File: config.mk
export PLATFORM = sky130hd
export DESIGN_NAME = pixelClockGen
export DESIGN_NICKNAME = d
export VERILOG_FILES = /design/src/source/pixelClockGen.sv
export VERILOG_INCLUDE_DIRS = /design/src /design/src/source
export SDC_FILE = /design/constraint.sdc
export NUM_CORES = 1
export LEC_CHECK = 0
export BUFFER_PORTS_ARGS = -buffer_cell sky130_fd_sc_hd__buf_2
export CAP_MARGIN = 20
export CORE_AREA = 2 2 39 41
export CTS_CLUSTER_SIZE = 16
export DETAILED_ROUTE_END_ITERATION = 6
export DIE_AREA = 0 0 41 43
export GPL_ROUTABILITY_DRIVEN = 0
export GPL_TIMING_DRIVEN = 0
export SLEW_MARGIN = 30
export SYNTH_ARGS = -nofsm -noshare
export SYNTH_HDL_FRONTEND = slang
export SYNTH_SLANG_ARGS = --single-unit
File: constraint.sdc
create_clock -name CLK_48M -period 1.4 [get_ports CLK_48M]
set_input_delay 0.14 -clock CLK_48M [delete_from_list [all_inputs] [get_ports CLK_48M]]
set_output_delay 0.14 -clock CLK_48M [all_outputs]
set_load 0.02 [all_outputs]
File: src/source/videoOut_consts.svh
`ifndef VIDEOOUT_CONSTS_SVH
`define VIDEOOUT_CONSTS_SVH

// ==============================
// Widths
// ==============================

// Palette index as seen by the raster side
`define PAL_INDEX_W   12
// One palette entry, dark bit plus 5:5:5 colour
`define PAL_ENTRY_W   16
// Output colour channel
`define CHAN_W        8
// Host byte address and data bus
`define HOST_ADDR_W   24
`define HOST_DATA_W   16

// ==============================
// Timing and decode
// ==============================

// Master clocks per pixel, 48 MHz down to 6 MHz
`define PIX_DIV       8

// Palette zone, address bits 23:22
`define ZONE_PAL      2'b01
// Latch zone, address bits 23:16
`define ZONE_LATCH    8'h3A

// Latch bit numbers, selected by address bits 3:1
`define LATCH_SHADOW  3'd0
`define LATCH_PALBANK 3'd7

`endif

File: src/source/pixelClockGen.sv
`timescale 1ns/1ps
`default_nettype none

`include "videoOut_consts.svh"

// ==============================
// Pixel clock enable
// ==============================

module pixelClockGen (
	input  wire  CLK_48M,
	input  wire  nRESET,
	output logic pixelEnable
);

	// Position inside the current pixel slot
	logic [2:0] divCount;

	// Last master clock of a slot
	logic lastCount;

	assign lastCount = (divCount == 3'(`PIX_DIV - 1));

	// Free running divider, restarts at reset release
	always_ff @(posedge CLK_48M) begin
		if (!nRESET) begin
			divCount <= 3'd0;
		end else if (lastCount) begin
			divCount <= 3'd0;
		end else begin
			divCount <= divCount + 3'd1;
		end
	end

	// Registered pulse, one clock wide
	// First one lands 8 clocks after reset is released
	always_ff @(posedge CLK_48M) begin
		if (!nRESET) begin
			pixelEnable <= 1'b0;
		end else begin
			pixelEnable <= lastCount;
		end
	end

endmodule

`default_nettype wire

# After elaboration in Yosys (flattened, before gate mapping)
# Cells that the tools add are included.
[totals] regBits=4 in_bits=2 output_inout_bits=1 wordCells=6
[op_classes] n_addsub=1 eq_ne=1 bitwise_logic=1 reduce_logical=1
[op_table] cell="$add 3x1->3 const B" n=1
[op_table] cell="$eq 3x3->1 const B" n=1
[op_table] cell="$reduce_or 2->1" n=1
[op_table] cell="$not 1->1" n=1

# Depth between registers and ports, before layout
[depth] ltp_word=2 mapped_depth=3 mapped_depth_nobuf=3

# Worst setup path after synthesis
# Ideal clock, no wire load.
[synth_timing] path_kind="register to register" startpoint="register divCount[0]" endpoint="register divCount[2]" setup_time_ps=116 arrival_ps=899 t_required_ps=1284 slack_ps=385 stages_incl_launch_ff=4 path_buffers=0 period_less_slack_ps=1015 path_cell_list="dfxtp_1 -> ha_1 -> ha_1 -> and3b_1"
[synth_between] elab_chain_cells=2 word_cells_on_any_way=3 classes_between="add/sub (1); eq/ne (1); reduce/logical (1)"
[synth_rtl] item="start, declared" line="pixelClockGen.sv:17" source="logic [2:0] divCount;"
[synth_rtl] item="start signal, assigned" line="pixelClockGen.sv:31" source="divCount <= divCount + 3'd1;"
[synth_rtl] item="branches (longest 2 deep; another with $add 3x1->3)"
# Parallel ways; which one is timed is not known.
# A chain may end at the register's enable or synchronous reset.

# Worst setup path in the final report
# Same ends and word-level chain as after synthesis.

==> flow_metrics.py <==
metrics = {
    "status": {
        "status": "complete, no violations",
    },
    "clocking": {
        "cts-resized-gates": 0,
        "clk_latency_ps": 230,
        "cts_hold_buf": 0,
        "htree_levels": 1,
        "clockBufferDepth": 2,
        "cts.sinks": 4,
        "numCtsBuffers": 3,
        "cts-root-buf": "clkbuf_4",
        "cts_tree": "done",
        "cts_setup_buffers": 0,
        "path_clk_slew_ps": 40,
    },
    "sta": {
        "hold_viol_final": 0,
        "post-route-period-util_pct": 76.29,
        "slew_headroom_pct": 90.50,
        "fin_crit_ps": 1068,
        "setup_tns_ps": 0,
        "hold_slack_ps": 169.4,
        "worst_slew_pin_slew_ps": 142.5,
        "drv_slew": 0,
        "rsz0062_at_grt": "false",
        "setup_viol": 0,
        "fmax_ghz": 0.9363,
        "finClkSkew_ps": 1.010,
    },
    "power": {
        "ir_drop_v": 0.0003721,
        "p_leak_nw": 0.09702,
        "p_per_area_nw_per_um2": 1444,
    },
    "placed_design": {
        "io_buffers": 2,
        "dp.cells": 28,
        "place_area_um2": 172.7,
    },
    "synthesis": {
        "synth_seq_cells": 4,
        "synthArstFlopShare_pct": 0,
        "synth_most_common_cell": "dfxtp_1",
        "synth_edf_count": 0,
        "yosysUniqueCellTypes": 5,
        "synth_area_leaders": "dfxtp_1 56%, ha_1 18%, and3b_1 12%",
        "syn_area_um2": 142.6,
        "synth_flop_cell": "dfxtp_1",
        "syn_inst": 10,
        "synth_top_area_share_pct": 56.14,
        "seq_area_frac_synth_pct": 56.14,
        "syn_nets": 14,
        "yosys_warnings": 0,
        "yosys.area.top_type": "dfxtp_1",
        "synthTopCellsByCount": "4 x dfxtp_1, 2 x and3b_1, 2 x ha_1",
        "synth.avg_cell_area_um2": 14.26,
    },
    "floorplan": {
        "num_rows": 14,
        "chipHeight_um": 43,
        "initial_utilization_pct": 10.31,
        "die_area_um2": 1763,
        "design.core.area_um2": 1384,
        "num_io_pins": 3,
        "chipWidth_um": 41,
    },
    "global_route": {
        "grt_overflow": 0,
        "antenna_found_initial": 0,
        "grt_pass1_vias": 117,
        "grt_max_degree": 5,
        "grt_pass1_wl_um": 448,
        "grt_use_total_pct": 4.418,
    },
    "setup_path": {
        "worstSetupStartpointType": "flip-flop",
        "crit_start": "divCount[0]$_SDFF_PP0_",
        "critical_path_buf_inv_count": 0,
        "cp_max_fo": 2,
        "cp.depth": 3,
        "path_delay_family": "adder cells",
        "slowest_stage": "dfxtp_1",
        "rr_startpoint": "divCount[0]$_SDFF_PP0_",
        "critPathMaxStageDelay_ps": 310,
        "critPathCapture": "divCount[2]$_SDFF_PP0_",
        "endpoint_kind": "flip-flop",
        "cp_common_cell": "ha_1",
        "critical_path.cell_chain": "ha_1 -> ha_1 -> and3b_1",
        "reg2regPathDepth": 3,
        "crit_required_ps": 1520,
        "arrival_ps": 1190,
        "rrSetupSlack_ps": 330,
        "path_class": "reg2reg",
        "r2r-end": "divCount[2]$_SDFF_PP0_",
    },
    "run": {
        "maxCapViolations": 0,
    },
    "final_layout": {
        "drive_above_1_share_pct": 46.67,
        "layout.nets": 21,
        "antenna_cells": 0,
        "fin_area_um2": 195.2,
        "instances_no_fill": 31,
        "synthToLayoutAreaGrowth_pct": 36.84,
        "fin_util_pct": 14.10,
    },
    "worst_hold_path": {
        "hold_path.class": "in2reg",
        "whs_path_depth": 2,
    },
    "drt": {
        "ant_nets": 0,
        "drc_errors": 0,
        "wire_per_inst_um": 8.290,
        "vias": 94,
        "drt_iter0_markers": 1,
        "firstDrtPassIters": 2,
        "wirelength_um": 257,
        "via_per_inst": 3.032,
    },
}
area by class of cell:
class                           count  area (µm²)
Sequential cell                     4       80.08
Fill cell                         158        1189
Tap cell                           16       20.02
Timing Repair Buffer                2       10.01
Clock buffer                        3       22.52
Multi-Input combinational cell      6       62.56
per-stage QoR:
| step | power, W | setup slack, ps |
|---|---|---|
| after floorplan | 0.0001352 | 385.0 |
| after global placement | 0.0001381 | 370.1 |
| after detailed placement | 0.0001432 | 325.3 |
| after CTS | 0.0002888 | 322.0 |
| after global routing | 0.0003060 | 282.7 |
| final | 0.0002818 | 332.0 |
where the power goes:
| group | total (W) | switching [W] | leakage, nW | internal [W] |
|---|---|---|---|---|
| logic | 0.0000151 | 0.00000645 | 0.0504 | 0.00000864 |
| registers | 0.000125 | 0.00000321 | 0.0329 | 0.000122 |
| clock network | 0.000141 | 0.0000455 | 0.0138 | 0.0000958 |
cell usage in the layout (no fill, tap or decap):
| cell | synthesis | layout |
|---|---|---|
| nor3b_2 | 1 | 1 |
| and2_2 | 1 | 1 |
| and3b_1 | 2 | 2 |
| ha_1 | 2 | 2 |
| buf_2 | 0 | 2 |
| dfxtp_1 | 4 | 4 |
| clkbuf_4 | 0 | 3 |
worst min path at each step:
stage	startpoint	endpoint	slack, ps
after floorplan	nRESET	pixelEnable$_SDFF_PN0_	280
after global placement	nRESET	pixelEnable$_SDFF_PN0_	380
after detailed placement	nRESET	pixelEnable$_SDFF_PN0_	400
after CTS	nRESET	pixelEnable$_SDFF_PN0_	160
after global routing	nRESET	pixelEnable$_SDFF_PN0_	180
final	nRESET	pixelEnable$_SDFF_PN0_	170
registers in the layout, summed over array words and instances (netlist names):
name	count
divCount	3
pixelEnable	1
cell families (layout without fill, tap and decap cells):
group         Yosys count  in the layout  share of synthesized area [%]
fa+ha+maj               2              2                          17.54
flops                   4              4                          56.14
simple gates            4              4                          26.32
buf+inv                 0              5                              0
layer usage:
metal  global-route usage, %  vias up  part of all wire, %
met3                   1.571        0                  2.7
met5                       0        -                    0
met1                   3.537       44                   37
met4                   6.000        0                    0
met2                   6.563        3                   60
li1                        -       47                    -
(Power assumes the default switching activity.)
