==> config.mk <==
export PLATFORM = sky130hd
export DESIGN_NAME = colorExpand
export DESIGN_NICKNAME = d
export VERILOG_FILES = /design/src/source/videoPkg.sv /design/src/source/colorExpand.sv
export VERILOG_INCLUDE_DIRS = /design/src /design/src/source
export SDC_FILE = /design/constraint.sdc
export NUM_CORES = 1
export LEC_CHECK = 0
export BUFFER_PORTS_ARGS = -buffer_cell sky130_fd_sc_hd__buf_2
export CORE_AREA = 2 2 61 68
export DETAILED_ROUTE_END_ITERATION = 8
export DIE_AREA = 0 0 63 70
export GPL_TIMING_DRIVEN = 0
export SLEW_MARGIN = 10
export SYNTH_ARGS = -nofsm -noshare
export SYNTH_HDL_FRONTEND = slang
export SYNTH_SLANG_ARGS = --single-unit
==> constraint.sdc <==
create_clock -name CLK_48M -period 4.3 [get_ports CLK_48M]
set_input_delay 0.215 -clock CLK_48M [delete_from_list [all_inputs] [get_ports CLK_48M]]
set_output_delay 0.215 -clock CLK_48M [all_outputs]
set_load 0.1 [all_outputs]
==> src/source/videoOut_consts.svh <==
`ifndef VIDEOOUT_CONSTS_SVH
`define VIDEOOUT_CONSTS_SVH

// ==============================
// Widths
// ==============================

// Palette index as seen by the raster side
`define PAL_INDEX_W   12
// One palette entry, dark bit plus 5:5:5 colour
`define PAL_ENTRY_W   16
// Output colour channel
`define CHAN_W        8
// Host byte address and data bus
`define HOST_ADDR_W   24
`define HOST_DATA_W   16

// ==============================
// Timing and decode
// ==============================

// Master clocks per pixel, 48 MHz down to 6 MHz
`define PIX_DIV       8

// Palette zone, address bits 23:22
`define ZONE_PAL      2'b01
// Latch zone, address bits 23:16
`define ZONE_LATCH    8'h3A

// Latch bit numbers, selected by address bits 3:1
`define LATCH_SHADOW  3'd0
`define LATCH_PALBANK 3'd7

`endif

==> src/source/videoPkg.sv <==
`default_nettype none

// ==============================
// Palette and colour types
// ==============================

package videoPkg;

	`include "videoOut_consts.svh"

	// Index into one palette bank
	typedef logic [`PAL_INDEX_W-1:0] palIndexT;

	// RAM address, bank bit on top of the index
	typedef logic [`PAL_INDEX_W:0] palAddrT;

	// Palette entry layout
	//   15     dark, one step off every channel
	//   14     red low bit
	//   13     green low bit
	//   12     blue low bit
	//   11:8   red high nibble
	//   7:4    green high nibble
	//   3:0    blue high nibble
	typedef logic [`PAL_ENTRY_W-1:0] palEntryT;

	// Four bit high part of one channel
	typedef logic [3:0] nibbleT;

	// Expanded output channel
	typedef logic [`CHAN_W-1:0] chanT;

endpackage

`default_nettype wire

==> src/source/colorExpand.sv <==
`timescale 1ns/1ps
`default_nettype none

// ==============================
// Colour expansion and blanking
// ==============================

module colorExpand
	import videoPkg::*;
(
	input  wire      CLK_48M,
	input  wire      nRESET,
	input  wire      pixelEnable,
	input  palEntryT palEntry,
	input  wire      shadow,
	input  wire      hBlankIn,
	input  wire      vBlankIn,
	output chanT     red,
	output chanT     green,
	output chanT     blue,
	output logic     hBlank,
	output logic     vBlank
);

	// One channel from nibble, low bit and dark
	// 6 bit value is nibble, low bit, then nibble MSB
	// Bit 6 catches the borrow when dark goes below zero
	function automatic chanT expandChan(
		input nibbleT nib,
		input logic   lowBit,
		input logic   dark
	);
		logic [6:0] level;
		chanT       wide;
		level = {1'b0, nib, lowBit, nib[3]} - {6'd0, dark};
		if (level[6]) begin
			wide = '0;
		end else begin
			// Fill the two LSBs from bits 4 and 3
			wide = {level[5:0], level[4:3]};
		end
		return wide;
	endfunction

	// Expanded channels before shadow
	chanT redFull;
	chanT greenFull;
	chanT blueFull;

	// Channels after shadow
	chanT redOut;
	chanT greenOut;
	chanT blueOut;

	// First stage of the hblank delay
	logic hBlankDly;

	assign redFull   = expandChan(palEntry[11:8], palEntry[14], palEntry[15]);
	assign greenFull = expandChan(palEntry[7:4],  palEntry[13], palEntry[15]);
	assign blueFull  = expandChan(palEntry[3:0],  palEntry[12], palEntry[15]);

	// Shadow halves everything
	assign redOut   = shadow ? {1'b0, redFull[7:1]}   : redFull;
	assign greenOut = shadow ? {1'b0, greenFull[7:1]} : greenFull;
	assign blueOut  = shadow ? {1'b0, blueFull[7:1]}  : blueFull;

	// ==============================
	// Output registers
	// ==============================

	// Everything moves only on the pixel enable
	// hblank trails vblank by one extra slot
	always_ff @(posedge CLK_48M) begin
		if (!nRESET) begin
			red       <= '0;
			green     <= '0;
			blue      <= '0;
			hBlankDly <= 1'b0;
			hBlank    <= 1'b0;
			vBlank    <= 1'b0;
		end else if (pixelEnable) begin
			red       <= redOut;
			green     <= greenOut;
			blue      <= blueOut;
			hBlankDly <= hBlankIn;
			hBlank    <= hBlankDly;
			vBlank    <= vBlankIn;
		end
	end

endmodule

`default_nettype wire

# Yosys cells after proc, flatten, opt, wreduce, memory -nomap -nowiden
# Cells that the tools add are included.
# op_classes
addsub,3
mux,6
# ops
cell,n
8-bit two-way mux,6
6-bit by 1-bit subtractor with 7-bit output,3
# totals
reg_bits,27
elab_cells,15

# Logic depth before layout (Yosys ltp)
# depth
word_depth,3
mapped_depth,7

# Worst setup path before layout
# OpenSTA, ideal clock, no wires.
# synth_timing
path_type,register to output
from,register blue[5]
to,output blue[5]
arrival_time_ns,1.373
required_time_ns,4.085
path_slack_ns,2.712
path_stages_with_launch,2
cell_sequence,dfxtp_1 > buf_4
# synth_lines
item,line_no,text
from (decl),colorExpand.sv:20,"output chanT blue,"
from (signal assigned),colorExpand.sv:84,blue <= blueOut;
# No word-level cell between the ends.

# Final worst setup path
# layout_timing
from,input palEntry[3]
to,register blue[6]
# layout_via
elab_chain_cells,3
# layout_rtl
item,line_no,text
from (decl),colorExpand.sv:14,"input palEntryT palEntry,"
6-bit by 1-bit subtractor with 7-bit output,colorExpand.sv:35,"level = {1'b0, nib, lowBit, nib[3]} - {6'd0, dark};"
8-bit two-way mux,colorExpand.sv:36,if (level[6]) begin
8-bit two-way mux,colorExpand.sv:65,"assign blueOut = shadow ? {1'b0, blueFull[7:1]} : blueFull;"
# Every way passes these cells.
# A chain may end at the register's enable or synchronous reset.

==> metrics.log <==
INFO  metric maximum_frequency_from_static_timing_analysis = approximately 600 MHz
INFO  metric top_level_ports = 48
INFO  metric layout.nets = about 250
INFO  metric routed_wire_length_per_instance = approximately 13 um
INFO  metric remaining_antenna_violation_count = 0
INFO  metric dr.first_iter.drc_count = slightly above 40
INFO  metric design.core.area = roughly 3800 sq um
INFO  metric finClkSkew = 0.0000336 ns
INFO  metric die_w = ~63 um
INFO  metric fin_crit_share = about two fifths
INFO  metric detailedRoute.firstPassIterationCount = 4
INFO  metric total_detailed_routing_wirelength = between 3 and 4 mm
INFO  metric grt_pass1_vias = between 1000 and 1500
INFO  metric ff_latch_area = 480 sq um
INFO  metric status = finished clean
INFO  metric detailroute.wirelength.met3 = ~140 um
INFO  metric synthesis.yosys.warnings = 0
INFO  metric post_cts.repair.setup_buffers = 0
INFO  metric layout.cells.most_common = sky130_fd_sc_hd__buf_2
INFO  metric regToRegSetupSlack = between 3 and 4 ns
INFO  metric vdd_drop_max = ~0.00016 V
INFO  metric place_congestion = 0.787
INFO  metric floorplan.initialDensity = a little under two fifths
INFO  metric fillCellCount = between 400 and 500
INFO  metric final_max_slew_viol_count = 0
INFO  metric chipHeight = approximately 70 um
INFO  metric worst_slew_margin_rel = between 60% and 70%
INFO  metric fin_ws = 2.64 ns
INFO  metric rows = 24
INFO  metric switchingPower = 261 uW
INFO  metric multiInputGateArea = approximately 860 sq um
INFO  metric mappedNetlistNets = between 150 and 200
INFO  metric most-common-layout-cells = 49 x sky130_fd_sc_hd__buf_2, 24 x sky130_fd_sc_hd__dfxtp_1, 14 x sky130_fd_sc_hd__nor2_1
INFO  metric final-setup-viol-count = 0
INFO  metric holdBufCountCts = 0
INFO  metric postLayoutCoreUtil = a little under half
INFO  metric finish.instance_area = ~1800 sq um
INFO  metric number_of_buffers_created_by_cts = 3
INFO  metric cp-end-kind = flip-flop
INFO  metric fp.dieArea = roughly 4400 sq um
INFO  metric via_count_normalized_by_instance_count = ~5.1
INFO  metric diodes = 0
INFO  metric timing.critical_path.arrival = about 1.8 ns
INFO  metric syn2layout_area_growth = 25.1%
INFO  metric dp_hpwl = around 2.8 mm
INFO  metric cp_required = ~4.5 ns
INFO  metric clock_tree_from_tritoncts = done
INFO  metric dr_total_vias = between 1000 and 1500
INFO  metric static-leakage-power = 0.827 nW
INFO  metric power.density = 376 nW/um^2
INFO  metric seq_power_share = between 30% and 40%
INFO  metric grt_usage = approximately 17%
INFO  metric unrepaired_setup_endpoints_after_global_routing = no
INFO  metric clock_sinks = 24
INFO  metric htree_levels = 1
INFO  metric combinationalPowerShare = roughly a third
INFO  metric min_path_cells = 3
INFO  metric worst_hold_path_class = in -> reg
INFO  metric drive_gt1_share = between 20 and 30%
INFO  metric final-hold-violation-count = 0
INFO  metric internal_power = 416 uW
INFO  metric worst-slew-pin-transition = between 0.4 and 0.5 ns
INFO  metric max-cap-violations = 0
INFO  metric global_route.overflow_total = 0
INFO  metric ys_seq_area_share = 33.4%
INFO  metric rr_startpoint = blue[4]$_SDFFE_PN0P_
INFO  metric post-place-ws = about 2.4 ns
INFO  metric syn-instance-count = 169
INFO  metric mean_instance_size_in_the_synthesized_netlist = about 8.5 sq um
INFO  metric grt_pass1_wl = 5.98 mm
INFO  metric ys_types = 37
INFO  metric cts_buffer_depth = 2
INFO  metric routed-wl-met2 = ~1.7 mm
INFO  metric highest-signal-layer = met4
INFO  metric start_kind = primary input
INFO  metric critPathKind = in -> reg
INFO  metric r2r_cells = 2
INFO  metric route.detailed.drc = 0
INFO  metric clkLatencyLatePin = 0.27 ns
INFO  metric finalSetupTns = 0 ns
INFO  metric grt_start_max_net_pins = 15
INFO  metric post_cts.resized_instances = 0
INFO  metric share_clk_of_total_power = between 20% and 30%
INFO  metric wirelength_met1 = 1.73 mm
INFO  metric port-buffer-count = 45
INFO  metric p_total = ~680 uW
INFO  metric cts.root.buffer_cell = sky130_fd_sc_hd__clkbuf_8
INFO  metric cts.clk_slew.worst_paths = 0.09 ns
INFO  metric path_max_fanout = 7
INFO  metric timing.hold.worst_endpoint = hBlankDly$_SDFFE_PN0P_
INFO  metric post_synth_instance_area = around 1400 sq um
INFO  metric postSynthRegisterBits = 24
INFO  metric worst_r2r_endpoint = blue[4]$_SDFFE_PN0P_
INFO  metric layout_min_cycle_time = 1.66 ns
INFO  metric power_switching_share = 38.6%
INFO  metric place_area = ~1700 sq um
INFO  metric number_of_antenna_violations_at_the_first_check_in_global_routing = 0
INFO  metric worst_min_delay_path_startpoint = hBlankIn
cell usage after synthesis:
library cell / n / area share, %
sky130_fd_sc_hd__a21oi_1: 9 / 3.1
sky130_fd_sc_hd__a2bb2oi_1: 1 / 0.61
sky130_fd_sc_hd__a311oi_1: 1 / 0.61
sky130_fd_sc_hd__a31oi_1: 3 / 1.3
sky130_fd_sc_hd__a32o_1: 3 / 2.1
sky130_fd_sc_hd__and2_1: 1 / 0.43
sky130_fd_sc_hd__and4_1: 2 / 1.2
sky130_fd_sc_hd__buf_2: 4 / 1.4
sky130_fd_sc_hd__buf_4: 3 / 1.6
sky130_fd_sc_hd__clkbuf_1: 5 / 1.3
sky130_fd_sc_hd__dfxtp_1: 24 / 33
sky130_fd_sc_hd__ha_1: 6 / 5.2
sky130_fd_sc_hd__inv_1: 10 / 2.6
sky130_fd_sc_hd__inv_2: 1 / 0.26
sky130_fd_sc_hd__mux2_2: 2 / 1.6
sky130_fd_sc_hd__mux2i_1: 10 / 7.0
sky130_fd_sc_hd__nand2_1: 7 / 1.8
sky130_fd_sc_hd__nand2b_1: 6 / 2.6
sky130_fd_sc_hd__nand3_1: 4 / 1.4
sky130_fd_sc_hd__nand3b_1: 11 / 5.7
sky130_fd_sc_hd__nand4_1: 1 / 0.43
sky130_fd_sc_hd__nand4b_1: 1 / 0.61
sky130_fd_sc_hd__nor2_1: 14 / 3.6
sky130_fd_sc_hd__nor2b_1: 5 / 2.2
sky130_fd_sc_hd__nor3_1: 1 / 0.35
sky130_fd_sc_hd__nor3b_1: 6 / 3.1
sky130_fd_sc_hd__o2111ai_1: 1 / 0.61
sky130_fd_sc_hd__o211ai_1: 1 / 0.52
sky130_fd_sc_hd__o21a_1: 2 / 1.0
sky130_fd_sc_hd__o21ai_0: 7 / 2.4
sky130_fd_sc_hd__o221ai_1: 5 / 3.0
sky130_fd_sc_hd__o22ai_1: 2 / 0.87
sky130_fd_sc_hd__o32ai_1: 1 / 0.61
sky130_fd_sc_hd__o41ai_1: 2 / 1.2
sky130_fd_sc_hd__or2_2: 1 / 0.43
sky130_fd_sc_hd__or4b_1: 1 / 0.70
sky130_fd_sc_hd__xor2_1: 5 / 3.0
power groups by stage:
stage          Combinational [mW]  Clock, mW  Sequential [mW]
2_1_floorplan              0.0805          0            0.355
3_3_place_gp                0.232          0            0.251
3_5_place_dp                0.232          0            0.251
4_1_cts                     0.233      0.203            0.245
5_1_grt                     0.246      0.214            0.248
6_report                    0.232      0.200            0.245
how the worst max path moves through the flow:
stage / from / endpoint / slack (ns) / depth (start not counted)
finish: palEntry[3] / blue[6]$_SDFFE_PN0P_ / 2.64 / 7
global route: palEntry[3] / blue[6]$_SDFFE_PN0P_ / 2.50 / 7
CTS: palEntry[3] / blue[6]$_SDFFE_PN0P_ / 2.64 / 7
detailed placement: palEntry[3] / blue[6]$_SDFFE_PN0P_ / 2.36 / 7
global placement: palEntry[3] / blue[6]$_SDFFE_PN0P_ / 2.35 / 7
floorplan: blue[5]$_SDFFE_PN0P_ / blue[5] / 2.71 / 1
stage by stage:
step | hold slack [ns] | cells
2_1_floorplan | 0.362 | 169
3_3_place_gp | 0.455 | 266
3_5_place_dp | 0.459 | 266
4_1_cts | 0.198 | 270
5_1_grt | 0.213 | 270
6_report | 0.194 | 270
area by class of cell:
class / instances / share of cell area (%)
clock buffer: 3 / 2.29
inverter: 11 / 2.29
sequential: 24 / 26.7
multi-input combinational: 122 / 47.6
timing repair buffer: 45 / 12.5
clock inverter: 1 / 1.67
tap: 52 / 3.61
buffer: 12 / 3.40
cells by family after synthesis:
group | after synthesis | share of synthesized area [%]
simple gates | 61 | 24.7
compound gates | 38 | 18.1
flops | 24 | 33.4
buf+inv | 23 | 7.12
mux | 12 | 8.51
fa+ha+maj | 6 | 5.21
xor+xnor | 5 | 3.04
routing by layer:
metal | up-vias | GRT usage (%)
met5 | - | 0
met4 | 0 | 4.94
met3 | 4 | 2.25
met2 | 31 | 28.4
met1 | 645 | 22.9
li1 | 706 | -
worst max-delay path: stages:
cell and delay (ns):
sky130_fd_sc_hd__buf_2 0.12, sky130_fd_sc_hd__inv_1 0.07, sky130_fd_sc_hd__ha_1 0.19, sky130_fd_sc_hd__ha_1 0.28
sky130_fd_sc_hd__nor3b_1 0.46, sky130_fd_sc_hd__mux2i_1 0.32, sky130_fd_sc_hd__o221ai_1 0.15
sequential cells by signal, summed over array words and instances (netlist names):
signal,flops
blue,7
green,7
red,7
hBlank,1
hBlankDly,1
vBlank,1
(Power assumes the default switching activity.)
