### config.mk
export PLATFORM = sky130hd
export DESIGN_NAME = hostWriteDecoder
export DESIGN_NICKNAME = d
export VERILOG_FILES = /design/src/source/hostBusPkg.sv /design/src/source/videoPkg.sv /design/src/source/hostWriteDecoder.sv
export VERILOG_INCLUDE_DIRS = /design/src /design/src/source
export SDC_FILE = /design/constraint.sdc
export NUM_CORES = 1
export LEC_CHECK = 0
export ABC_AREA = 1
export BUFFER_PORTS_ARGS = -buffer_cell sky130_fd_sc_hd__buf_2
export CORE_UTILIZATION = 27
export CTS_CLUSTER_DIAMETER = 50
export DETAILED_ROUTE_END_ITERATION = 8
export GPL_TIMING_DRIVEN = 0
export PLACE_DENSITY = 0.94
export SLEW_MARGIN = 30
export SYNTH_ARGS = -nofsm -noshare
export SYNTH_HDL_FRONTEND = slang
export SYNTH_SLANG_ARGS = --single-unit
### constraint.sdc
create_clock -name CLK_48M -period 1.34 [get_ports CLK_48M]
set_clock_uncertainty 0.15 [all_clocks]
set_input_delay 0.134 -clock CLK_48M [delete_from_list [all_inputs] [get_ports CLK_48M]]
set_output_delay 0.134 -clock CLK_48M [all_outputs]
set_load 0.02 [all_outputs]
### src/source/videoOut_consts.svh
`ifndef VIDEOOUT_CONSTS_SVH
`define VIDEOOUT_CONSTS_SVH

// ==============================
// Widths
// ==============================

// Palette index as seen by the raster side
`define PAL_INDEX_W   12
// One palette entry, dark bit plus 5:5:5 colour
`define PAL_ENTRY_W   16
// Output colour channel
`define CHAN_W        8
// Host byte address and data bus
`define HOST_ADDR_W   24
`define HOST_DATA_W   16

// ==============================
// Timing and decode
// ==============================

// Master clocks per pixel, 48 MHz down to 6 MHz
`define PIX_DIV       8

// Palette zone, address bits 23:22
`define ZONE_PAL      2'b01
// Latch zone, address bits 23:16
`define ZONE_LATCH    8'h3A

// Latch bit numbers, selected by address bits 3:1
`define LATCH_SHADOW  3'd0
`define LATCH_PALBANK 3'd7

`endif

### src/source/hostBusPkg.sv
`default_nettype none

// ==============================
// Host write bus types
// ==============================

package hostBusPkg;

	`include "videoOut_consts.svh"

	// Byte address as driven by the host CPU
	// Bit 0 is never used, the bus moves whole words
	typedef logic [`HOST_ADDR_W-1:0] hostAddrT;

	// Word written by the host
	typedef logic [`HOST_DATA_W-1:0] hostDataT;

	// Latch bit select, taken from address bits 3:1
	typedef logic [2:0] latchSelT;

	// Palette zone code, address bits 23:22
	typedef logic [1:0] palZoneT;

	// Latch zone code, address bits 23:16
	typedef logic [7:0] latchZoneT;

endpackage

`default_nettype wire

### src/source/videoPkg.sv
`default_nettype none

// ==============================
// Palette and colour types
// ==============================

package videoPkg;

	`include "videoOut_consts.svh"

	// Index into one palette bank
	typedef logic [`PAL_INDEX_W-1:0] palIndexT;

	// RAM address, bank bit on top of the index
	typedef logic [`PAL_INDEX_W:0] palAddrT;

	// Palette entry layout
	//   15     dark, one step off every channel
	//   14     red low bit
	//   13     green low bit
	//   12     blue low bit
	//   11:8   red high nibble
	//   7:4    green high nibble
	//   3:0    blue high nibble
	typedef logic [`PAL_ENTRY_W-1:0] palEntryT;

	// Four bit high part of one channel
	typedef logic [3:0] nibbleT;

	// Expanded output channel
	typedef logic [`CHAN_W-1:0] chanT;

endpackage

`default_nettype wire

### src/source/hostWriteDecoder.sv
`timescale 1ns/1ps
`default_nettype none

`include "videoOut_consts.svh"

// ==============================
// Host write decode
// ==============================

module hostWriteDecoder
	import hostBusPkg::*;
	import videoPkg::*;
(
	input  wire      CLK_48M,
	input  wire      nRESET,
	input  wire      hostWrite,
	input  hostAddrT hostAddr,
	input  hostDataT hostData,
	output logic     palWrite,
	output palIndexT palWriteIndex,
	output palEntryT palWriteData,
	output logic     shadow,
	output logic     paletteBank
);

	// Zone hits from the upper address bits
	logic palZone;
	logic latchZone;

	// Addressed latch bit and the value carried on A4
	latchSelT latchSel;
	logic     latchValue;

	assign palZone   = (palZoneT'(hostAddr[23:22]) == `ZONE_PAL);
	assign latchZone = (latchZoneT'(hostAddr[23:16]) == `ZONE_LATCH);

	assign latchSel   = hostAddr[3:1];
	assign latchValue = hostAddr[4];

	// Palette port, word index from A12..A1
	// Strobe is passed on in the same cycle
	assign palWrite      = hostWrite & palZone;
	assign palWriteIndex = hostAddr[12:1];
	assign palWriteData  = hostData;

	// Bit addressed latch
	// Data bus is ignored here, only the address matters
	// Other six latch bits have no function in this block
	always_ff @(posedge CLK_48M) begin
		if (!nRESET) begin
			shadow      <= 1'b0;
			paletteBank <= 1'b0;
		end else if (hostWrite && latchZone) begin
			if (latchSel == `LATCH_SHADOW) begin
				shadow <= latchValue;
			end
			if (latchSel == `LATCH_PALBANK) begin
				paletteBank <= latchValue;
			end
		end
	end

endmodule

`default_nettype wire

Yosys cells after proc, flatten, opt, wreduce, memory -nomap -nowiden

Cells that the tools add are included.

Logic and storage cells: 10
Input port bits: 43
Flip-flop bits (word level): 2
Output and inout port bits: 31

Equality and inequality tests: 3
Bitwise operators: 1
Reductions and logical operators: 4

Operators with widths:

| kind               | number |
|---|---|
| $eq 8x6->1 const B | 1 |
| $reduce_and 2->1   | 2 |
| $eq 3x3->1 const B | 1 |
| $logic_not 3->1    | 1 |
| $eq 2x1->1 const B | 1 |
| $and 1x1->1        | 1 |
| $logic_and 1x1->1  | 1 |

Logic depth before layout (Yosys ltp)

Gate-level depths: netlist (run 1).

Word-level depth: 3
Mapped depth: 7
Depth with buffers taken out: 7

Worst setup path before layout (run 1)

No wires, ideal clock.

Path kind: register to register
Start: register, netlist name paletteBank
End: register paletteBank
Slack: 0.494 ns
Cell stages (with the launch flop): 5
Period minus slack after synthesis: 0.846 ns
Data required time: 1.126 ns
Arrival: 0.632 ns
Path buffers: 0
Library setup time: 0.064 ns
Path through: dfxtp_1 > inv_1 > nand2_1 > inv_1 > nor2_1

RTL lines:

| element                | RTL line               | source |
|---|---|---|
| end signal: assignment | hostWriteDecoder.sv:58 | `paletteBank <= latchValue;` |
| end: declaration       | hostWriteDecoder.sv:23 | `output logic paletteBank` |

Final worst setup path (run 1)

Start: register paletteBank
End: output paletteBank

No word-level cell between the ends.

==> tab_implementation.tex, run 1 <==
\begin{tabular}{lr}
\hline
Metric & Value \\
\hline
\multicolumn{2}{l}{\textbf{Cells and area}} \\
Area growth from synthesis to final layout & 68.21\% \\
Number of nets in the layout & 157 \\
Non-filler cells, final & 127 \\
Number of antenna cells inserted & 0 \\
Layout cells sized above 1 & 0.7411 \\
Final-layout fill cell count & 145 \\
\multicolumn{2}{l}{\textbf{Placement}} \\
Placed Cells incl. Taps & 123 \\
Global placement routability congestion & 0.7062 \\
HPWL Detailed & 831.4 microns \\
Port Buffer Count & 45 \\
\multicolumn{2}{l}{\textbf{Logic synthesis}} \\
Area share of the largest cell type after synthesis & 0.5185 \\
\#FFs+latches synth & 2 \\
Yosys warning count & 0 \\
Most frequently used cell type in the post-synthesis netlist & buf\_4 \\
Most numerous cell types in the synthesized netlist & 28 x buf\_4, 7 x inv\_1, 7 x nand2\_1, 7 x nor2\_1, 3 x nand4\_1 \\
Top area cells in the synthesized netlist & buf\_4 52\%, dfxtp\_1 9.9\%, inv\_1 6.5\%, nand2\_1 6.5\%, nor2\_1 6.5\% \\
Number of unique standard cell types used by synthesis & 12 \\
Number of synthesized flops with an enable pin & 0 \\
Average cell area after synthesis & between 6 and 7 sq um \\
Number of nets produced by synthesis & 106 \\
Cell type with the highest aggregate area in the netlist & buf\_4 \\
Sequential fraction of the synthesis area & 0.09877 \\
Cell area after technology mapping & 405.4 sq um \\
Proportion of synthesized flip-flops having asynchronous set or reset & 0 \\
Syn Inst Count & 63 \\
Commonest register cell after synthesis & dfxtp\_1 \\
\multicolumn{2}{l}{\textbf{Power and ir drop}} \\
Switching share of total power & 0.3546 \\
Leakage & approximately 0.43 nW \\
Internal power of the cells & approximately 0.26 mW \\
Psw & roughly 0.15 mW \\
Clock power share & 0.342 \\
Share of power burned in combinational logic & 0.511 \\
Peak supply drop & 0.0002896 V \\
Seq pwr share & 0.147 \\
Power per standard cell area & about 600 nW/um\^{}2 \\
\multicolumn{2}{l}{\textbf{Routing}} \\
Drt pass-1 iters & 3 \\
Wire per inst & 7.165 microns \\
Via total after detailed routing & 521 \\
Routed wire length & 910 microns \\
DRC violations left & 0 \\
Initial DRC count & 5 \\
Count of antenna-violating nets left after detailed routing & 0 \\
Routed via count divided by cell count & 4.102 \\
\multicolumn{2}{l}{\textbf{Clock network}} \\
Sinks on the clock net & 2 \\
Clk root buf & clkbuf\_4 \\
Number of buffers inserted during clock tree synthesis & 3 \\
Clock latency on the worst-skew pair & 240 ps \\
Number of resized instances in the post-cts repair step & 0 \\
CTS Buffer Depth & 2 \\
Clock H-tree levels & 1 \\
CTS tree & yes \\
Clock-pin slew on the worst setup and hold paths & approximately 40 ps \\
\multicolumn{2}{l}{\textbf{Setup path}} \\
Worst Path Buf+Inv & 1 \\
Startpoint Class & flip-flop \\
Largest stage delay on the critical path & 310 ps \\
Slowest cell on crit path & dfxtp\_1 \\
Cell type group with the largest total delay on the critical path & flip-flops \\
Required arrival time at the worst endpoint & between 1000 and 1500 ps \\
Chain of cells forming the critical path & buf\_2 \\
Critical Path AT & 710 ps \\
Endpoint type of the worst setup path & primary output \\
Category of the most critical setup path & flip-flop to primary output \\
Largest driver fanout on the critical path & 2 \\
\multicolumn{2}{l}{\textbf{Outcome}} \\
Result of the run & finished, final reports clean \\
\multicolumn{2}{l}{\textbf{STA}} \\
RSZ-0062 raised after global routing & no \\
Fin Setup TNS & 0 ps \\
Portion of the clock cycle consumed by the worst path in the final layout & 0.7430 \\
Final Hold Vio Count & 0 \\
Maximum frequency from static timing analysis & 1004 MHz \\
Worst relative slew slack & 0.8605 \\
Fin crit period & 995.6 ps \\
Number of setup violations in the final report & 0 \\
Pins over their slew limit & 0 \\
Worst slew pin tran & between 200 and 250 ps \\
\multicolumn{2}{l}{\textbf{Global routing}} \\
Overflow left after global routing & 0 \\
Number of global-route vias before repair & 338 \\
Met1 routing resource usage after global routing & 0.08387 \\
Antenna violations before repair & 0 \\
Pin count of the biggest net entering global routing & 5 \\
Global Route met3 Usage & 0.01630 \\
All-layer global routing usage & 0.1045 \\
First-pass GRT wire length & 1110 microns \\
Most heavily used metal layer in global routing & met2 \\
GR met2 Demand/Resource & 0.2063 \\
\multicolumn{2}{l}{\textbf{Die}} \\
Starting density of the core & 0.3003 \\
Core ar. & 1350 sq um \\
Number of ports placed on the die boundary & 74 \\
Die Span Y & slightly above 40 microns \\
Rows & 13 \\
Die outline width & 40.75 microns \\
Floorplan die area & 1661 sq um \\
\multicolumn{2}{l}{\textbf{Run}} \\
Max-cap violation count & 0 \\
\multicolumn{2}{l}{\textbf{Min path}} \\
Worst hold-check path type & primary input to flip-flop \\
\hline
\end{tabular}
cell type report:
type                       instances  area [sq um]  area share
timing repair buffer              46         235.2      0.3450
inverter                           9         33.78     0.04954
buffer                            28         210.2      0.3083
tap                               15         18.77     0.02752
sequential                         2         40.04     0.05872
clock buffer                       3         22.52     0.03303
multi-input combinational         24         121.4      0.1780
path summary, 6_finish.rpt:
path	start	to	slack, ps	depth (start not counted)
setup / recovery	paletteBank	paletteBank	340	1
hold / removal	hostAddr[4]	shadow	120	5
setup reg to reg	paletteBank	paletteBank	610	4
hold reg to reg	shadow	shadow	330	2
through the flow:
stage / power (mW) / utilization / instance area, sq um / worst slack (ps) / hold slack [ps]
5_1_grt: 0.4455 / 0.5051 / 681.9 / 299.5 / 124.4
6_report: 0.4090 / 0.5051 / 681.9 / 344.4 / 121.0
2_1_floorplan: 0.2025 / - / 405.4 / 494.1 / 105.3
3_5_place_dp: 0.2697 / 0.4810 / 649.4 / 302.8 / 237.4
3_3_place_gp: 0.2665 / 0.4810 / 649.4 / 356.8 / 221.6
4_1_cts: 0.4150 / 0.5051 / 681.9 / 334.2 / 126.5
routing by layer:
metal,part of all wire,routed length [microns]
met1,0.30,274
met4,0.044,40
met2,0.49,446
met5,0,0
met3,0.16,148
cells in the final DEF (no fill, tap or decap), drive strengths merged:
cell type	Yosys	layout
buf	28	73
nor2	10	10
inv	9	9
nand2	8	8
nand4	3	3
clkbuf	0	3
nand3	2	2
dfxtp	2	2
nor3	1	1
dlygate4sd3	0	1
logic make-up after synthesis:
family | Yosys count | synth area share
flops | 2 | 0.09877
buf+inv | 37 | 0.6019
simple gates | 24 | 0.2994
power by group through the flow:
stage	clock, mW	combinational (mW)	sequential (mW)
finish	0.140	0.209	0.0600
global route	0.156	0.230	0.0599
CTS	0.144	0.211	0.0600
detailed placement	0	0.209	0.0608
global placement	0	0.206	0.0608
floorplan	0	0.142	0.0608
state kept, by name, summed over array words and instances, names as in the netlist:
| name | cells |
|---|---|
| shadow | 1 |
| paletteBank | 1 |
what timing repair did:
action,in CTS,in global routing
setup buffers,0,0
hold buffers,1,0
hold endpoints to repair,1,0
Power figures use the tool's default switching activity.
==> inputs of run 2 (changes only) <==
--- a/config.mk
+++ b/config.mk
@@ -6,13 +6,13 @@
 export SDC_FILE = /design/constraint.sdc
 export NUM_CORES = 1
 export LEC_CHECK = 0
-export ABC_AREA = 1
+export ABC_AREA = 0
 export BUFFER_PORTS_ARGS = -buffer_cell sky130_fd_sc_hd__buf_2
-export CORE_UTILIZATION = 27
+export CORE_UTILIZATION = 24
 export CTS_CLUSTER_DIAMETER = 50
 export DETAILED_ROUTE_END_ITERATION = 8
 export GPL_TIMING_DRIVEN = 0
-export PLACE_DENSITY = 0.94
+export PLACE_DENSITY = 0.9
 export SLEW_MARGIN = 30
 export SYNTH_ARGS = -nofsm -noshare
 export SYNTH_HDL_FRONTEND = slang
==> constraint.sdc (replaced) <==
create_clock -name CLK_48M -period 1.05 [get_ports CLK_48M]
set_clock_uncertainty 0.15 [all_clocks]
set_input_delay 0.105 -clock CLK_48M [delete_from_list [all_inputs] [get_ports CLK_48M]]
set_output_delay 0.105 -clock CLK_48M [all_outputs]
set_load 0.02 [all_outputs]
==> run 2 against run 1 <==
Sequential power increased by 28%. Utilization is 0.56 points lower. Critical path depth up 3. Register-to-register slack worse by 270 ps. Die area up 0.98%. Hold slack worse by 110 ps. Cell count fell by 16%. Routed wire length is 9.3% lower. Clock power rose by 17%. Via count shrank 18%. Sequential share of layout area up 0.065 points. Worst setup slack got worse by 320 ps. Critical endpoint is now shadow.
==> tab_implementation.tex, run 2 <==
\begin{tabular}{lr}
\hline
Metric & Value \\
\hline
\multicolumn{2}{l}{\textbf{Die}} \\
Core ar. & 1350 sq um (unchanged) \\
Starting density of the core & 0.2697 (-0.03058) \\
Die outline width & 40.95 microns (+0.49\%) \\
Die Span Y & 40.95 microns (+0.49\%) \\
Floorplan die area & 1677 sq um (+0.98\%) \\
Number of ports placed on the die boundary & 74 (unchanged) \\
Rows & 13 (unchanged) \\
\multicolumn{2}{l}{\textbf{Setup path}} \\
Largest driver fanout on the critical path & 3 (+1) \\
Cell type group with the largest total delay on the critical path & simple AND/OR/NAND/NOR gates \\
Worst Path Buf+Inv & 1 (unchanged) \\
Reg-to-reg setup timing slack & 340 ps (-270 ps) \\
Largest stage delay on the critical path & 380 ps (+70 ps) \\
R2R depth & 2 (-2) \\
Endpoint of the most critical register-to-register path & shadow \\
Required arrival time at the worst endpoint & 1040 ps (-20 ps) \\
Slowest cell on crit path & or3\_4 \\
Chain of cells forming the critical path & buf\_6, or3\_4, nor4\_4, mux2i\_1 \\
Critical Path AT & 1020 ps (+310 ps) \\
Startpoint Class & primary input \\
Category of the most critical setup path & primary input to flip-flop \\
Worst reg2reg path startpoint & shadow \\
Endpoint type of the worst setup path & flip-flop \\
\multicolumn{2}{l}{\textbf{Logic synthesis}} \\
Area fraction in and, or, nand and nor cells after synthesis & 0.2474 (-0.05196) \\
Fraction of synthesized cell area in xor and xnor cells & 0 (unchanged) \\
Area share of the largest cell type after synthesis & 0.5773 (+0.05880) \\
Most numerous cell types in the synthesized netlist & 28 x buf\_4, 3 x nand2\_1, 2 x dfxtp\_1, 2 x mux2i\_1, 2 x nor4\_2 \\
Multiplexer area fraction after synthesis & 0.05498 (+0.05498) \\
Main combinational cell family by area after synthesis & buffers and inverters \\
Compound-gate portion of the synthesized area & 0 (unchanged) \\
Proportion of synthesized flip-flops having asynchronous set or reset & 0 (unchanged) \\
Adder-cell share of the synthesized area & 0 (unchanged) \\
Commonest register cell after synthesis & dfxtp\_1 \\
Cell area after technology mapping & 364.1 sq um (-10\%) \\
Syn Inst Count & 44 (-30\%) \\
Number of unique standard cell types used by synthesis & 12 (unchanged) \\
Sequential fraction of the synthesis area & 0.1100 (+0.01120) \\
Average cell area after synthesis & 8.275 sq um (+29\%) \\
\#FFs+latches synth & 2 (unchanged) \\
Number of nets produced by synthesis & 87 (-18\%) \\
Top area cells in the synthesized netlist & buf\_4 58\%, dfxtp\_1 11\%, nor4\_2 6.9\%, nand4b\_4 6.5\%, mux2i\_1 5.5\% \\
Most frequently used cell type in the post-synthesis netlist & buf\_4 \\
Yosys warning count & 0 (unchanged) \\
Cell type with the highest aggregate area in the netlist & buf\_4 \\
Number of synthesized flops with an enable pin & 0 (unchanged) \\
\multicolumn{2}{l}{\textbf{Clock network}} \\
Number of buffers inserted during clock tree synthesis & 3 (unchanged) \\
Clk root buf & clkbuf\_4 \\
Sinks on the clock net & 2 (unchanged) \\
CTS tree & yes \\
Post-CTS Hold Buffers & 0 (-1) \\
CTS Buffer Depth & 2 (unchanged) \\
Clock latency on the worst-skew pair & 220 ps (-20 ps) \\
Clock H-tree levels & 1 (unchanged) \\
Clock-pin slew on the worst setup and hold paths & 30 ps (about the same) \\
\multicolumn{2}{l}{\textbf{Outcome}} \\
Result of the run & finished, final reports clean \\
\multicolumn{2}{l}{\textbf{Power and ir drop}} \\
Design Power & 0.5062 mW (+24\%) \\
Leakage & 0.4104 nW (-5.3\%) \\
Power per standard cell area & 750.6 nW/um\^{}2 (+25\%) \\
Peak supply drop & 0.0005470 V (+89\%) \\
\multicolumn{2}{l}{\textbf{Cells and area}} \\
Number of antenna cells inserted & 0 (unchanged) \\
Highest-count cells in the layout ignoring fill and taps & 42 x buf\_2, 28 x buf\_4, 3 x nand2\_1, 3 x clkbuf\_4, 3 x buf\_6 \\
Final-layout fill cell count & 129 (-11\%) \\
Area growth from synthesis to final layout & 85.22\% \\
Layout cells sized above 1 & 0.8804 (+0.1394) \\
Most frequent standard cell in the layout excluding fill and tap cells & buf\_2 \\
Registers with the most flip-flops & paletteBank x1, shadow x1 \\
Number of nets in the layout & 137 (-13\%) \\
Non-filler cells, final & 107 (-16\%) \\
\multicolumn{2}{l}{\textbf{Placement}} \\
Global placement routability congestion & 0.7135 (+1.0\%) \\
Port Buffer Count & 45 (unchanged) \\
Worst slack at placement & -284.7 ps (-587.5 ps) \\
Placed Cells incl. Taps & 104 (-15\%) \\
HPWL Detailed & 780.9 microns (-6.1\%) \\
\multicolumn{2}{l}{\textbf{STA}} \\
RSZ-0062 raised after global routing & yes \\
Pins over their slew limit & 0 (unchanged) \\
Final WS setup & 22.32 ps (-322.0 ps) \\
Worst relative slew slack & 0.8405 (-0.01996) \\
Worst-case hold slack & 15.10 ps (-105.9 ps) \\
Fin crit period & around 1000 ps \\
Worst slew pin tran & 239.2 ps (+31.07 ps) \\
Number of setup violations in the final report & 0 (unchanged) \\
Fin Setup TNS & 0 ps (unchanged) \\
Final Hold Vio Count & 0 (unchanged) \\
Maximum frequency from static timing analysis & just under 1000 MHz \\
Portion of the clock cycle consumed by the worst path in the final layout & 0.9787 \\
\multicolumn{2}{l}{\textbf{Routing}} \\
Routed via count divided by cell count & 3.991 (-2.7\%) \\
DRC violations left & 0 (unchanged) \\
Via total after detailed routing & 427 (-18\%) \\
Drt pass-1 iters & 2 (-1) \\
Count of antenna-violating nets left after detailed routing & 0 (unchanged) \\
Wire per inst & 7.710 microns (+7.6\%) \\
Initial DRC count & 2 (-3) \\
Routed wire length & 825 microns (-9.3\%) \\
\multicolumn{2}{l}{\textbf{Global routing}} \\
First-pass GRT wire length & 972 microns (-12\%) \\
Pin count of the biggest net entering global routing & 4 (-1) \\
All-layer global routing usage & 0.09060 (-0.01389) \\
Antenna violations before repair & 0 (unchanged) \\
Number of global-route vias before repair & 290 (-14\%) \\
Overflow left after global routing & 0 (unchanged) \\
\multicolumn{2}{l}{\textbf{Min path}} \\
Sink of the worst hold path & shadow \\
HP Start & nRESET \\
Worst hold stages & 3 (-2) \\
Worst hold-check path type & primary input to flip-flop \\
\multicolumn{2}{l}{\textbf{Run}} \\
Max-cap violation count & 0 (unchanged) \\
\hline
\end{tabular}
-- run 2: changes by cell type after synthesis, moves of 3 or more --
cell / delta
inv_1: -6
nand2_1: -4
nand4_1: -3
nor2_1: -6
-- run 2: final cells by class --
type	instances	area (sq um)	share of cell area
Tap cell	15	18.77	0.02783
Inverter	1	3.754	0.005566
Multi-Input combinational cell	13	135.1	0.2004
Timing Repair Buffer	45	244.0	0.3618
Buffer	28	210.2	0.3117
Sequential cell	2	40.04	0.05937
Clock buffer	3	22.52	0.03340
-- run 2: how the worst max path moves through the flow --
stage	cells after the start	to	start
floorplan	3	shadow	hostAddr[2]
global placement	4	shadow	hostAddr[2]
detailed placement	4	shadow	hostAddr[2]
CTS	4	shadow	hostAddr[18]
global route	4	shadow	hostAddr[3]
finish	4	shadow	hostAddr[3]
-- run 2: metal layers --
metal  vias to the layer above  wire, microns  GRT usage  share of wire
met5                         -              0          0              0
met4                         0              0    0.05000              0
met3                         0            137    0.03804           0.17
met2                        39            485     0.1914           0.59
met1                       178            203    0.06129           0.25
li1                        210              -          -              -
-- run 2: timing repair --
action / 4_1_cts / 5_1_grt
gates resized for setup: 3 / 4
buffers inserted: 0 / 0
setup endpoints to repair: 1 / 2
pin swaps: 2 / 2
endpoints found under the hold margin: 0 / 0
-- run 2: worst register-to-register path: cells and delay by family, from the launching register on --
family           cells  cell delay (ps)
AND/OR/NAND/NOR      1               50
multiplexers         1              110
flip-flops           1              320
-- run 2: per-stage QoR --
step	utilization	instance area [sq um]
4_1_cts	0.4801	648.1
6_report	0.4995	674.4
3_5_place_dp	0.4504	608.1
5_1_grt	0.4995	674.4
3_3_place_gp	0.4504	608.1
2_1_floorplan	-	364.1
-- run 2: logic make-up after synthesis --
kind of cell,Yosys count
DFF,2
muxes,2
buffers and inverters,29
and+or+nand+nor,11
-- run 2: power breakdown --
part / internal (mW) / switching (mW) / leakage (nW)
Clock: 0.126 / 0.0380 / 0.0138
Combinational: 0.138 / 0.127 / 0.381
Sequential: 0.0767 / 0.00000719 / 0.0161
Total: 0.341 / 0.166 / 0.410
